==> src/rtl/dmem_config.svh <==
`ifndef DMEM_CONFIG_SVH
`define DMEM_CONFIG_SVH

// Data and address width
`define DMEM_XLEN 32

// Cached main memory in words, addresses wrap at this size
`define DMEM_MEM_WORDS 1024

// Direct-mapped lines of one word each
`define DMEM_CACHE_LINES 16

// Main-memory cycles spent on a cache miss
`define DMEM_MISS_LATENCY 4

// I/O block RAM in words, addresses wrap at this size
`define DMEM_IO_WORDS 256

`endif
==> src/rtl/dmem_pkg.sv <==
`default_nettype none

`include "dmem_config.svh"

package dmem_pkg;

  typedef logic [`DMEM_XLEN-1:0] word_t;
  typedef logic [`DMEM_XLEN-1:0] addr_t;
  typedef logic [`DMEM_XLEN/8-1:0] strb_t;

  // Word indices, always taken from address bits above bit 1
  typedef logic [$clog2(`DMEM_MEM_WORDS)-1:0] mem_idx_t;
  typedef logic [$clog2(`DMEM_CACHE_LINES)-1:0] line_idx_t;
  typedef logic [$clog2(`DMEM_MEM_WORDS)-$clog2(`DMEM_CACHE_LINES)-1:0] tag_t;
  typedef logic [$clog2(`DMEM_IO_WORDS)-1:0] io_idx_t;

  // Replace the bytes of old_word selected by strb
  function automatic word_t merge_strb(word_t old_word, word_t new_word, strb_t strb);
    word_t merged;
    merged = old_word;
    for (int b = 0; b < $bits(strb_t); b++) begin
      if (strb[b]) begin
        merged[b*8 +: 8] = new_word[b*8 +: 8];
      end
    end
    return merged;
  endfunction

endpackage

`default_nettype wire

==> src/rtl/cache_port_if.sv <==
`timescale 1ns/1ps
`default_nettype none

interface cache_port_if (
  input logic clk
);

  // Read request and response
  logic            rd_valid;
  dmem_pkg::addr_t rd_addr;
  logic            rd_ready;
  dmem_pkg::word_t rd_data;
  logic            rd_data_valid;

  // Write request and response
  logic            wr_valid;
  dmem_pkg::addr_t wr_addr;
  dmem_pkg::word_t wr_data;
  dmem_pkg::strb_t wr_strb;
  logic            wr_ready;

  modport bridge (
    input  clk,
    output rd_valid, rd_addr, wr_valid, wr_addr, wr_data, wr_strb,
    input  rd_ready, rd_data, rd_data_valid, wr_ready
  );

  modport cache (
    input  clk,
    input  rd_valid, rd_addr, wr_valid, wr_addr, wr_data, wr_strb,
    output rd_ready, rd_data, rd_data_valid, wr_ready
  );

endinterface

`default_nettype wire

==> src/rtl/dmem_cache_bridge.sv <==
`timescale 1ns/1ps
`default_nettype none

`include "dmem_config.svh"

module dmem_cache_bridge (
  input  logic            clk,
  input  logic            rst_n,
  input  logic            dmem_ren,
  input  dmem_pkg::addr_t dmem_raddr,
  input  logic            dmem_we,
  input  dmem_pkg::addr_t dmem_waddr,
  input  dmem_pkg::word_t dmem_wdata,
  input  dmem_pkg::strb_t dmem_wstrb,
  input  dmem_pkg::word_t io_rdata,
  output dmem_pkg::word_t dmem_rdata,
  output logic            dmem_stall,
  output logic            io_ren,
  output dmem_pkg::addr_t io_raddr,
  output logic            io_wen,
  output dmem_pkg::addr_t io_waddr,
  output dmem_pkg::word_t io_wdata,
  output dmem_pkg::strb_t io_wstrb,
  cache_port_if.bridge    cache
);

  typedef enum logic [2:0] {
    S_IDLE,
    S_READING,
    S_READ_STALLED,
    S_READ_COMPLETE,
    S_WRITE,
    S_WRITE_COMPLETE
  } state_t;

  state_t          state;
  state_t          state_next;
  logic            rd_valid_next;
  logic            io_rd;
  logic            io_wr;
  logic            rd_start;
  logic            wr_start;
  logic            rd_capture;
  logic            io_rd_last;
  logic            rd_held;
  dmem_pkg::word_t rd_data_q;
  dmem_pkg::addr_t rd_addr_q;
  dmem_pkg::addr_t wr_addr_q;
  dmem_pkg::word_t wr_data_q;
  dmem_pkg::strb_t wr_strb_q;

  // Top address bit selects I/O space
  assign io_rd = dmem_raddr[`DMEM_XLEN-1];
  assign io_wr = dmem_waddr[`DMEM_XLEN-1];

  assign rd_start   = (state == S_IDLE) && dmem_ren && !io_rd;
  assign wr_start   = (state == S_IDLE) && dmem_we && !io_wr;
  assign rd_capture = ((state == S_READING) || (state == S_READ_STALLED)) &&
                      cache.rd_data_valid;

  always_comb begin
    state_next    = state;
    rd_valid_next = cache.rd_valid && !cache.rd_ready;
    case (state)
      S_IDLE: begin
        if (rd_start) begin
          state_next    = S_READING;
          rd_valid_next = 1'b1;
        end else if (wr_start) begin
          state_next = S_WRITE;
        end
      end
      S_READING: begin
        state_next = cache.rd_data_valid ? S_READ_COMPLETE : S_READ_STALLED;
      end
      S_READ_STALLED: begin
        if (cache.rd_data_valid) begin
          state_next = S_READ_COMPLETE;
        end
      end
      S_WRITE: begin
        if (cache.wr_ready) begin
          state_next = S_WRITE_COMPLETE;
        end
      end
      default: begin
        state_next = S_IDLE;
      end
    endcase
  end

  always_ff @(posedge clk) begin
    if (!rst_n) begin
      state          <= S_IDLE;
      cache.rd_valid <= 1'b0;
    end else begin
      state          <= state_next;
      cache.rd_valid <= rd_valid_next;
    end
  end

  // Cached request is registered when it starts and drives the cache port
  always_ff @(posedge clk) begin
    if (rd_start) begin
      rd_addr_q <= dmem_raddr;
    end
    if (wr_start) begin
      wr_addr_q <= dmem_waddr;
      wr_data_q <= dmem_wdata;
      wr_strb_q <= dmem_wstrb;
    end
    if (rd_capture) begin
      rd_data_q <= cache.rd_data;
    end
  end

  // Loaded word stays on dmem_rdata until the CPU sees stall low
  always_ff @(posedge clk) begin
    if (!rst_n) begin
      rd_held <= 1'b0;
    end else if (rd_capture) begin
      rd_held <= 1'b1;
    end else if (!dmem_stall) begin
      rd_held <= 1'b0;
    end
  end

  // Remembers which space the last read went to
  always_ff @(posedge clk) begin
    if (!rst_n) begin
      io_rd_last <= 1'b0;
    end else if (state == S_IDLE && dmem_ren) begin
      io_rd_last <= io_rd;
    end
  end

  assign cache.rd_addr  = rd_addr_q;
  assign cache.wr_valid = (state == S_WRITE);
  assign cache.wr_addr  = wr_addr_q;
  assign cache.wr_data  = wr_data_q;
  assign cache.wr_strb  = wr_strb_q;

  // I/O requests bypass the FSM entirely
  assign io_ren   = dmem_ren && io_rd;
  assign io_raddr = dmem_raddr;
  assign io_wen   = dmem_we && io_wr;
  assign io_waddr = dmem_waddr;
  assign io_wdata = dmem_wdata;
  assign io_wstrb = dmem_wstrb;

  always_comb begin
    if (io_rd_last) begin
      dmem_rdata = io_rdata;
    end else if (rd_held) begin
      dmem_rdata = rd_data_q;
    end else begin
      dmem_rdata = cache.rd_data;
    end
  end

  // Completion states release the CPU
  assign dmem_stall = rd_start || wr_start || (state == S_READING) ||
                      (state == S_READ_STALLED) || (state == S_WRITE);

  a_rd_hold: assert property (@(posedge clk) disable iff (!rst_n)
    cache.rd_valid && !cache.rd_ready |=> cache.rd_valid && $stable(cache.rd_addr));

  a_wr_hold: assert property (@(posedge clk) disable iff (!rst_n)
    cache.wr_valid && !cache.wr_ready |=>
      cache.wr_valid && $stable(cache.wr_addr) && $stable(cache.wr_data) &&
      $stable(cache.wr_strb));

  a_one_request: assert property (@(posedge clk) disable iff (!rst_n)
    !(dmem_ren && dmem_we));

endmodule

`default_nettype wire

==> src/flat_wrapper.sv <==
// flat-port wrapper written by rule: the top's interface ports become plain ports
module dmem_cache_bridge_flat 
  (clk, rst_n, dmem_ren, dmem_raddr, dmem_we, dmem_waddr, dmem_wdata, dmem_wstrb, io_rdata, dmem_rdata, dmem_stall, io_ren, io_raddr, io_wen, io_waddr, io_wdata, io_wstrb, cache_rd_valid, cache_rd_addr, cache_wr_valid, cache_wr_addr, cache_wr_data, cache_wr_strb, cache_rd_ready, cache_rd_data, cache_rd_data_valid, cache_wr_ready);
  cache_port_if cache_i (.clk(clk));
  input  logic clk;
  input  logic rst_n;
  input  logic dmem_ren;
  input  dmem_pkg::addr_t dmem_raddr;
  input  logic dmem_we;
  input  dmem_pkg::addr_t dmem_waddr;
  input  dmem_pkg::word_t dmem_wdata;
  input  dmem_pkg::strb_t dmem_wstrb;
  input  dmem_pkg::word_t io_rdata;
  output dmem_pkg::word_t dmem_rdata;
  output logic dmem_stall;
  output logic io_ren;
  output dmem_pkg::addr_t io_raddr;
  output logic io_wen;
  output dmem_pkg::addr_t io_waddr;
  output dmem_pkg::word_t io_wdata;
  output dmem_pkg::strb_t io_wstrb;
  output wire logic [$bits(cache_i.rd_valid)-1:0] cache_rd_valid;
  output wire logic [$bits(cache_i.rd_addr)-1:0] cache_rd_addr;
  output wire logic [$bits(cache_i.wr_valid)-1:0] cache_wr_valid;
  output wire logic [$bits(cache_i.wr_addr)-1:0] cache_wr_addr;
  output wire logic [$bits(cache_i.wr_data)-1:0] cache_wr_data;
  output wire logic [$bits(cache_i.wr_strb)-1:0] cache_wr_strb;
  input wire logic [$bits(cache_i.rd_ready)-1:0] cache_rd_ready;
  input wire logic [$bits(cache_i.rd_data)-1:0] cache_rd_data;
  input wire logic [$bits(cache_i.rd_data_valid)-1:0] cache_rd_data_valid;
  input wire logic [$bits(cache_i.wr_ready)-1:0] cache_wr_ready;
  assign cache_rd_valid = cache_i.rd_valid;
  assign cache_rd_addr = cache_i.rd_addr;
  assign cache_wr_valid = cache_i.wr_valid;
  assign cache_wr_addr = cache_i.wr_addr;
  assign cache_wr_data = cache_i.wr_data;
  assign cache_wr_strb = cache_i.wr_strb;
  assign cache_i.rd_ready = cache_rd_ready;
  assign cache_i.rd_data = cache_rd_data;
  assign cache_i.rd_data_valid = cache_rd_data_valid;
  assign cache_i.wr_ready = cache_wr_ready;
  dmem_cache_bridge u_core (.clk(clk), .rst_n(rst_n), .dmem_ren(dmem_ren), .dmem_raddr(dmem_raddr), .dmem_we(dmem_we), .dmem_waddr(dmem_waddr), .dmem_wdata(dmem_wdata), .dmem_wstrb(dmem_wstrb), .io_rdata(io_rdata), .dmem_rdata(dmem_rdata), .dmem_stall(dmem_stall), .io_ren(io_ren), .io_raddr(io_raddr), .io_wen(io_wen), .io_waddr(io_waddr), .io_wdata(io_wdata), .io_wstrb(io_wstrb), .cache(cache_i));
endmodule
==> config.mk <==
export PLATFORM = sky130hd
export DESIGN_NAME = dmem_cache_bridge_flat
export DESIGN_NICKNAME = d
export VERILOG_FILES = /design/src/rtl/dmem_pkg.sv /design/src/rtl/cache_port_if.sv /design/src/rtl/dmem_cache_bridge.sv /design/src/flat_wrapper.sv
export VERILOG_INCLUDE_DIRS = /design/src /design/src/rtl
export SDC_FILE = /design/constraint.sdc
export NUM_CORES = 1
export LEC_CHECK = 0
export ABC_AREA = 1
export BUFFER_PORTS_ARGS = -buffer_cell sky130_fd_sc_hd__buf_4
export CAP_MARGIN = 25
export CORE_AREA = 2 2 157 159
export DETAILED_ROUTE_END_ITERATION = 8
export DIE_AREA = 0 0 159 161
export GPL_TIMING_DRIVEN = 1
export PLACE_DENSITY = 0.62
export SLEW_MARGIN = 15
export SYNTH_ARGS = -nofsm -noshare
export SYNTH_HDL_FRONTEND = slang
export SYNTH_SLANG_ARGS = --single-unit
==> constraint.sdc <==
create_clock -name clk -period 3.4 [get_ports clk]
set_input_delay 0.17 -clock clk [delete_from_list [all_inputs] [get_ports clk]]
set_output_delay 0.17 -clock clk [all_outputs]
set_load 0.1 [all_outputs]
==> impl_metrics.env, run 1 <==
export IMPL_dieHeight_um=161
export IMPL_slew_viol_final=0
export IMPL_min_period_over_period=0.5869
export IMPL_grt_pass1_wl_um=29300
export IMPL_hpwlAfterDp_um=13650
export IMPL_routed_wl_um=20070
export IMPL_boundaryPins=408
export IMPL_grt_antenna_before_repair=0
export IMPL_syn_nets=605
export IMPL_grt_most_used_layer="met2"
export IMPL_place_congestion=0.8196
export IMPL_status="complete, no violations"
export IMPL_finalPower_mw=8.437
export IMPL_cp_end_kind="output port"
export IMPL_num_vias=4926
export IMPL_grt_use_met3=0.05393
export IMPL_yosysWarnings=0
export IMPL_yosysSeqAreaShare=0.7158
export IMPL_min_path_type="in -> reg"
export IMPL_grt_met2_usage=0.2646
export IMPL_synth_seq_cells=138
export IMPL_num_antenna_cells=0
export IMPL_fin_worst_skew_ps=12.87
export IMPL_maxSlewHeadroom=0.3883
export IMPL_cts_buffer_depth=2
export IMPL_fp_coreArea_sq_mm=0.02396
export IMPL_grt_pass1_vias=5119
export IMPL_startpoint_type="register"
export IMPL_maxCapViolations=0
export IMPL_leakagePower_nw=4.548
export IMPL_route_detailed_wl_per_inst_um=16.42
export IMPL_final_hold_violation_count=0
export IMPL_synth_cell_types=19
export IMPL_rsz0062_at_grt="no"
export IMPL_nNetsFinal=1056
export IMPL_layout_common_cells="buf_4 (411), dlygate4sd3_1 (133), edfxtp_1 (132)"
export IMPL_cts_buffers=17
export IMPL_cp_arrival_ps=1830
export IMPL_seq_area_sq_mm=0.004084
export IMPL_vdd_ir_drop_max_mv=0.5570
export IMPL_hold_start="rst_n"
export IMPL_grt_max_degree=69
export IMPL_rr_startpoint="u_core.state[0]"
export IMPL_whs_ps=43.34
export IMPL_power_density_mw_per_mm2=816.1
export IMPL_avgSynthCellArea_sq_um=13.15
export IMPL_met1_usage=0.1634
export IMPL_port_buffers=407
export IMPL_netlist_area_sq_mm=0.005705
export IMPL_drive_gt1_frac=0.5011
export IMPL_cts_num_sinks=138
export IMPL_cts_root_buf="clkbuf_16"
export IMPL_post_cts_setup_buffers=0
export IMPL_start_util=0.2381
export IMPL_fp_row_count=57
export IMPL_die_x_um=159
export IMPL_cp_data_required_time_ps=3230
export IMPL_nFillCells=2199
export IMPL_synthCells=434
export IMPL_period_needed_ps=1995
export IMPL_finalSetupViolCount=0
export IMPL_post_cts_resized=0
export IMPL_dieArea_sq_mm=0.02560
export IMPL_cts_tree="yes"
export IMPL_crit_chain="inv_1 > buf_16 > nor2_1 > a21oi_1 > buf_4"
export IMPL_tns_ps=0
export IMPL_overflow=0
export IMPL_first_iter_violations=285
export IMPL_firstDrtPassIters=7
export IMPL_postRouteAntennaNets=0
export IMPL_cpLargestDelayFamily="buffers and inverters"
export IMPL_viasPerCell=4.031
export IMPL_fmax_ghz=0.5012
export IMPL_final_common_cell="buf_4"
export IMPL_clk_pin_slew_ps=60
export IMPL_slowest_stage="inv_1"
export IMPL_multiInputGateArea_sq_um=747.0
export IMPL_path_class="reg -> out"
export IMPL_cpPeakStageDelay_ps=380
export IMPL_grt_total_usage=0.1496
export IMPL_timing_critical_path_buf_inv=3
export IMPL_clk_latency_ps=420
export IMPL_cts_max_level=4
export IMPL_drc=0
export IMPL_startpoint="u_core.io_rd_last"
export IMPL_syn_to_final_growth_pct=81.21
export IMPL_worstMarginPinSlew_ps=917.6
export IMPL_fin_util=0.4314
export IMPL_critPathMaxFanout=24
==> sequential cells by signal, summed over array words and instances, names as in the netlist <==
register	cells
u_core.cache.wr_strb	4
u_core.cache.wr_addr	32
u_core.rd_held	1
u_core.io_rd_last	1
u_core.state	3
u_core.rd_data_q	32
u_core.cache.wr_data	32
u_core.cache.rd_addr	32
u_core.cache.rd_valid	1
==> kinds of logic after synthesis <==
kind of cell / Yosys count / share of synthesized area
buffers and inverters: 130 / 0.1533
and+or+nand+nor: 95 / 0.06820
AOI/OAI and AO/OA: 71 / 0.06272
DFF: 138 / 0.7158
==> per-stage QoR <==
| stage | setup WS [ps] | cell area, sq um | std cells |
|---|---|---|---|
| after floorplan | 970.7 | 5705 | 434 |
| after global placement | 1529 | 8382 | 1055 |
| after detailed placement | 1505 | 8409 | 1056 |
| after CTS | 1047 | 10310 | 1221 |
| after global routing | 1257 | 10340 | 1222 |
| final | 1405 | 10340 | 1222 |
==> synthesized netlist by cell type (all sizes together) <==
cell | count | area [sq um]
nand4 | 2 | 18.77
nand3 | 6 | 35.03
buf | 109 | 795.8
nor3 | 1 | 5.000
edfxtp | 132 | 3964
nand2 | 46 | 172.7
a211oi | 1 | 7.510
clkbuf | 5 | 18.77
o21ai | 2 | 10.01
or2 | 2 | 12.51
a21oi | 68 | 340.3
nor2 | 38 | 145.1
inv | 16 | 60.06
dfxtp | 6 | 120.1
==> final timing paths <==
path | endpoint | slack, ps | cells past startpoint
setup / recovery | dmem_rdata[18] | 1400 | 5
hold / removal | u_core.state[2] | 40 | 3
setup reg to reg | u_core.cache.wr_addr[16] | 1510 | 4
hold reg to reg | u_core.cache.rd_valid | 490 | 2
==> routing by layer <==
layer / up-vias / part of all wire
met1: 2346 / 0.38
li1: 2318 / -
met5: - / 0
met4: 0 / 0.030
met2: 226 / 0.52
met3: 36 / 0.071
==> report_power, final <==
group	switching, mW	internal, mW	leakage [nW]	total, mW
combinational	3.50	0.879	3.00	4.38
sequential	0.0753	2.18	1.26	2.25
clock	0.825	0.977	0.280	1.80
total	4.40	4.03	4.55	8.44
==> timing repair <==
item	in CTS	in global routing
hold endpoints to repair	133	0
setup endpoints to repair	0	0
hold buffers	133	0
==> worst reg2reg max path: stages (launching register included) <==
cell and delay (ps):
dfxtp_1 330, nor2_2 170, nand3_1 190, inv_2 80, buf_4 660
==> final cells by class <==
type	count	area share
repair buffers	546	0.4325
flip-flops and latches	138	0.3950
multi-input cells	166	0.07225
clock inverters	15	0.01404
inverters	16	0.005809
well taps	324	0.03921
clock buffers	17	0.04115
(Power assumes the default switching activity.)
==> run 2: changes to the inputs <==
--- a/config.mk
+++ b/config.mk
@@ -9,11 +9,11 @@
 export ABC_AREA = 1
 export BUFFER_PORTS_ARGS = -buffer_cell sky130_fd_sc_hd__buf_4
 export CAP_MARGIN = 25
-export CORE_AREA = 2 2 157 159
+export CORE_AREA = 2 2 161 163
 export DETAILED_ROUTE_END_ITERATION = 8
-export DIE_AREA = 0 0 159 161
+export DIE_AREA = 0 0 163 165
 export GPL_TIMING_DRIVEN = 1
-export PLACE_DENSITY = 0.62
+export PLACE_DENSITY = 0.61
 export SLEW_MARGIN = 15
 export SYNTH_ARGS = -nofsm -noshare
 export SYNTH_HDL_FRONTEND = slang
==> constraint.sdc (replaced) <==
create_clock -name clk -period 1.62 [get_ports clk]
set_input_delay 0.081 -clock clk [delete_from_list [all_inputs] [get_ports clk]]
set_output_delay 0.081 -clock clk [all_outputs]
set_load 0.1 [all_outputs]
==> run 2 against run 1 <==
Compared with the run above: the flow now finishes with violations (setup timing); die area is 5.1% higher; sequential share of layout area decreased by 4.3 points; clock skew decreased by 1.6 ps; flip-flop and latch count did not move; global-route usage up 0.84 points; cell area increased by 13%; non-clock buffer count rose by 18; setup slack lost 1400 ps; clock power up 120%; wire length is 13% higher; power rose by 140%; largest power group unchanged; highest routed layer unchanged.
==> impl_metrics.env, run 2 (same netlist as run 1, synthesis figures left out) <==
export IMPL_path_class="reg -> out"
export IMPL_slew_viol_final=0
export IMPL_finalPower_mw=20.05
export IMPL_cts_root_buf="clkbuf_16"
export IMPL_firstDrtPassIters=4
export IMPL_hold_start="cache_rd_data_valid"
export IMPL_vdd_ir_drop_max_mv=1.384
export IMPL_fp_row_count=58
export IMPL_cts_num_sinks=138
export IMPL_drt_met1_wl_um=8762
export IMPL_hold_depth=3
export IMPL_cp_arrival_ps=1560
export IMPL_r2r_cells=6
export IMPL_routed_wl_um=22720
export IMPL_overflow=0
export IMPL_period_needed_ps=1642
export IMPL_slowest_stage="dfxtp_4"
export IMPL_violations="setup timing"
export IMPL_grt_pass1_wl_um=31310
export IMPL_place_congestion=0.7704
export IMPL_die_x_um=163
export IMPL_drive_gt1_frac=0.6004
export IMPL_final_common_cell="buf_4"
export IMPL_dieHeight_um=165
export IMPL_min_to="u_core.rd_held"
export IMPL_maxCapViolations=0
export IMPL_cp_data_required_time_ps=1540
export IMPL_num_vias=5058
export IMPL_reg2reg_setup_slack_ps=170
export IMPL_placed_area_sq_mm=0.008911
export IMPL_fin_worst_skew_ps=11.28
export IMPL_fin_ws_ps=-22.33
export IMPL_boundaryPins=408
export IMPL_grt_antenna_before_repair=0
export IMPL_num_antenna_cells=0
export IMPL_worstMarginPinSlew_ps=337.7
export IMPL_port_buffers=407
export IMPL_cp_end_kind="output port"
export IMPL_nNetsFinal=1074
export IMPL_crit_chain="clkinv_8 > buf_16 > nand2_1 > a21oi_4 > buf_12"
export IMPL_grt_pass1_vias=5230
export IMPL_top_layer="met4"
export IMPL_fin_area_sq_mm=0.01164
export IMPL_status="finished, violations left"
export IMPL_final_hold_violation_count=0
export IMPL_min_path_type="in -> reg"
export IMPL_fmax_ghz=0.6089
export IMPL_postRouteAntennaNets=0
export IMPL_dr_wl_met3_um=1823
export IMPL_first_iter_violations=258
export IMPL_hpwlAfterDp_um=15010
export IMPL_clk_pin_slew_ps=70
export IMPL_viasPerCell=4.059
export IMPL_rsz0062_at_grt="yes"
export IMPL_rr_startpoint="u_core.state[0]"
export IMPL_clk_latency_ps=420
export IMPL_fp_coreArea_sq_mm=0.02504
export IMPL_cpPeakStageDelay_ps=410
export IMPL_wl_met2_um=11560
export IMPL_startpoint_type="register"
export IMPL_min_period_over_period=1.014
export IMPL_r2r_end="u_core.rd_data_q[4]"
export IMPL_cts_tree="yes"
export IMPL_drc=0
export IMPL_syn_to_final_growth_pct=104.1
export IMPL_critPathMaxFanout=8
export IMPL_cts_buffers=17
export IMPL_dieArea_sq_mm=0.02690
export IMPL_grt_total_usage=0.1581
export IMPL_maxSlewHeadroom=0.7767
export IMPL_leakagePower_nw=4.917
export IMPL_cts_buffer_depth=2
export IMPL_layout_common_cells="buf_4 (380), dlygate4sd3_1 (135), edfxtp_1 (132)"
export IMPL_start_util=0.2279
export IMPL_route_detailed_wl_per_inst_um=18.23
export IMPL_finalSetupViolCount=4
export IMPL_grt_max_degree=44
export IMPL_nFillCells=2210
export IMPL_cts_max_level=4
export IMPL_power_density_mw_per_mm2=1722
## run 2: cell count changes in the layout (fill, tap and decap cells not counted), sizes merged
cell,before,now
buf,413,426
clkbuf,17,21
clkinvlp,1,4
bufinv,0,1
dlygate4sd3,133,135
clkinv,3,5
inv,27,20
## run 2: per-layer routing
layer | vias up | GRT usage
met2 | 258 | 0.2743
met4 | 0 | 0.06597
met1 | 2430 | 0.1821
met3 | 26 | 0.04696
met5 | - | 0
li1 | 2344 | -
## run 2: layout make-up
class | instances | area, sq um | area share
clock inverter | 14 | 156.4 | 0.01343
timing repair buffer | 564 | 5197 | 0.4463
multi-input combinational | 166 | 1266 | 0.1087
tap | 330 | 412.9 | 0.03546
sequential | 138 | 4100 | 0.3521
inverter | 16 | 82.58 | 0.007091
clock buffer | 18 | 429.2 | 0.03685
## run 2: worst max-delay path by stage
stage / start / to / slack, ps / cells after the start
4_1_cts: u_core.rd_held / dmem_rdata[18] / -10 / 4
3_3_place_gp: u_core.rd_held / dmem_rdata[11] / 180 / 4
5_1_grt: u_core.rd_held / dmem_rdata[24] / -90 / 5
6_report: u_core.rd_held / dmem_rdata[24] / -20 / 5
3_5_place_dp: u_core.rd_held / dmem_rdata[13] / 130 / 4
2_1_floorplan: u_core.state[2] / u_core.cache.wr_addr[0] / -240 / 3
## run 2: worst max-delay path, delay by kind of cell (launching register included)
family | cells | cell delay [ps]
AO/OA/AOI/OAI | 1 | 190
flip-flops | 1 | 410
buffers and inverters | 3 | 420
AND/OR/NAND/NOR | 1 | 100
## run 2: report_power, final
part	total [mW]	switching (mW)	internal [mW]	leakage [nW]
sequential	4.80	0.223	4.58	1.27
combinational	11.3	8.05	3.28	3.37
clock	3.92	1.73	2.19	0.281
total	20.0	10.0	10.0	4.92
## run 2: what timing repair did
action / CTS / global route
endpoints found under the setup margin: 33 / 33
hold endpoints to repair: 135 / 0
buffers inserted: 1 / 1
hold buffers: 135 / 0
gates resized for setup: 130 / 41
gates cloned: 2 / 4
pin swaps: 9 / 18
## run 2: stage by stage
step | utilization | std cells | TNS (ps) | setup WS (ps) | hold WS (ps)
after CTS | 0.4555 | 1241 | -68.54 | -13.64 | 28.84
after global placement | 0.3559 | 1071 | 0 | 180.8 | 268.9
after floorplan | - | 434 | -16430 | -241.6 | 179.9
after detailed placement | 0.3559 | 1071 | 0 | 126.7 | 270.2
after global routing | 0.4651 | 1246 | -1849 | -93.16 | 70.85
final | 0.4651 | 1246 | -41.36 | -22.33 | 54.65
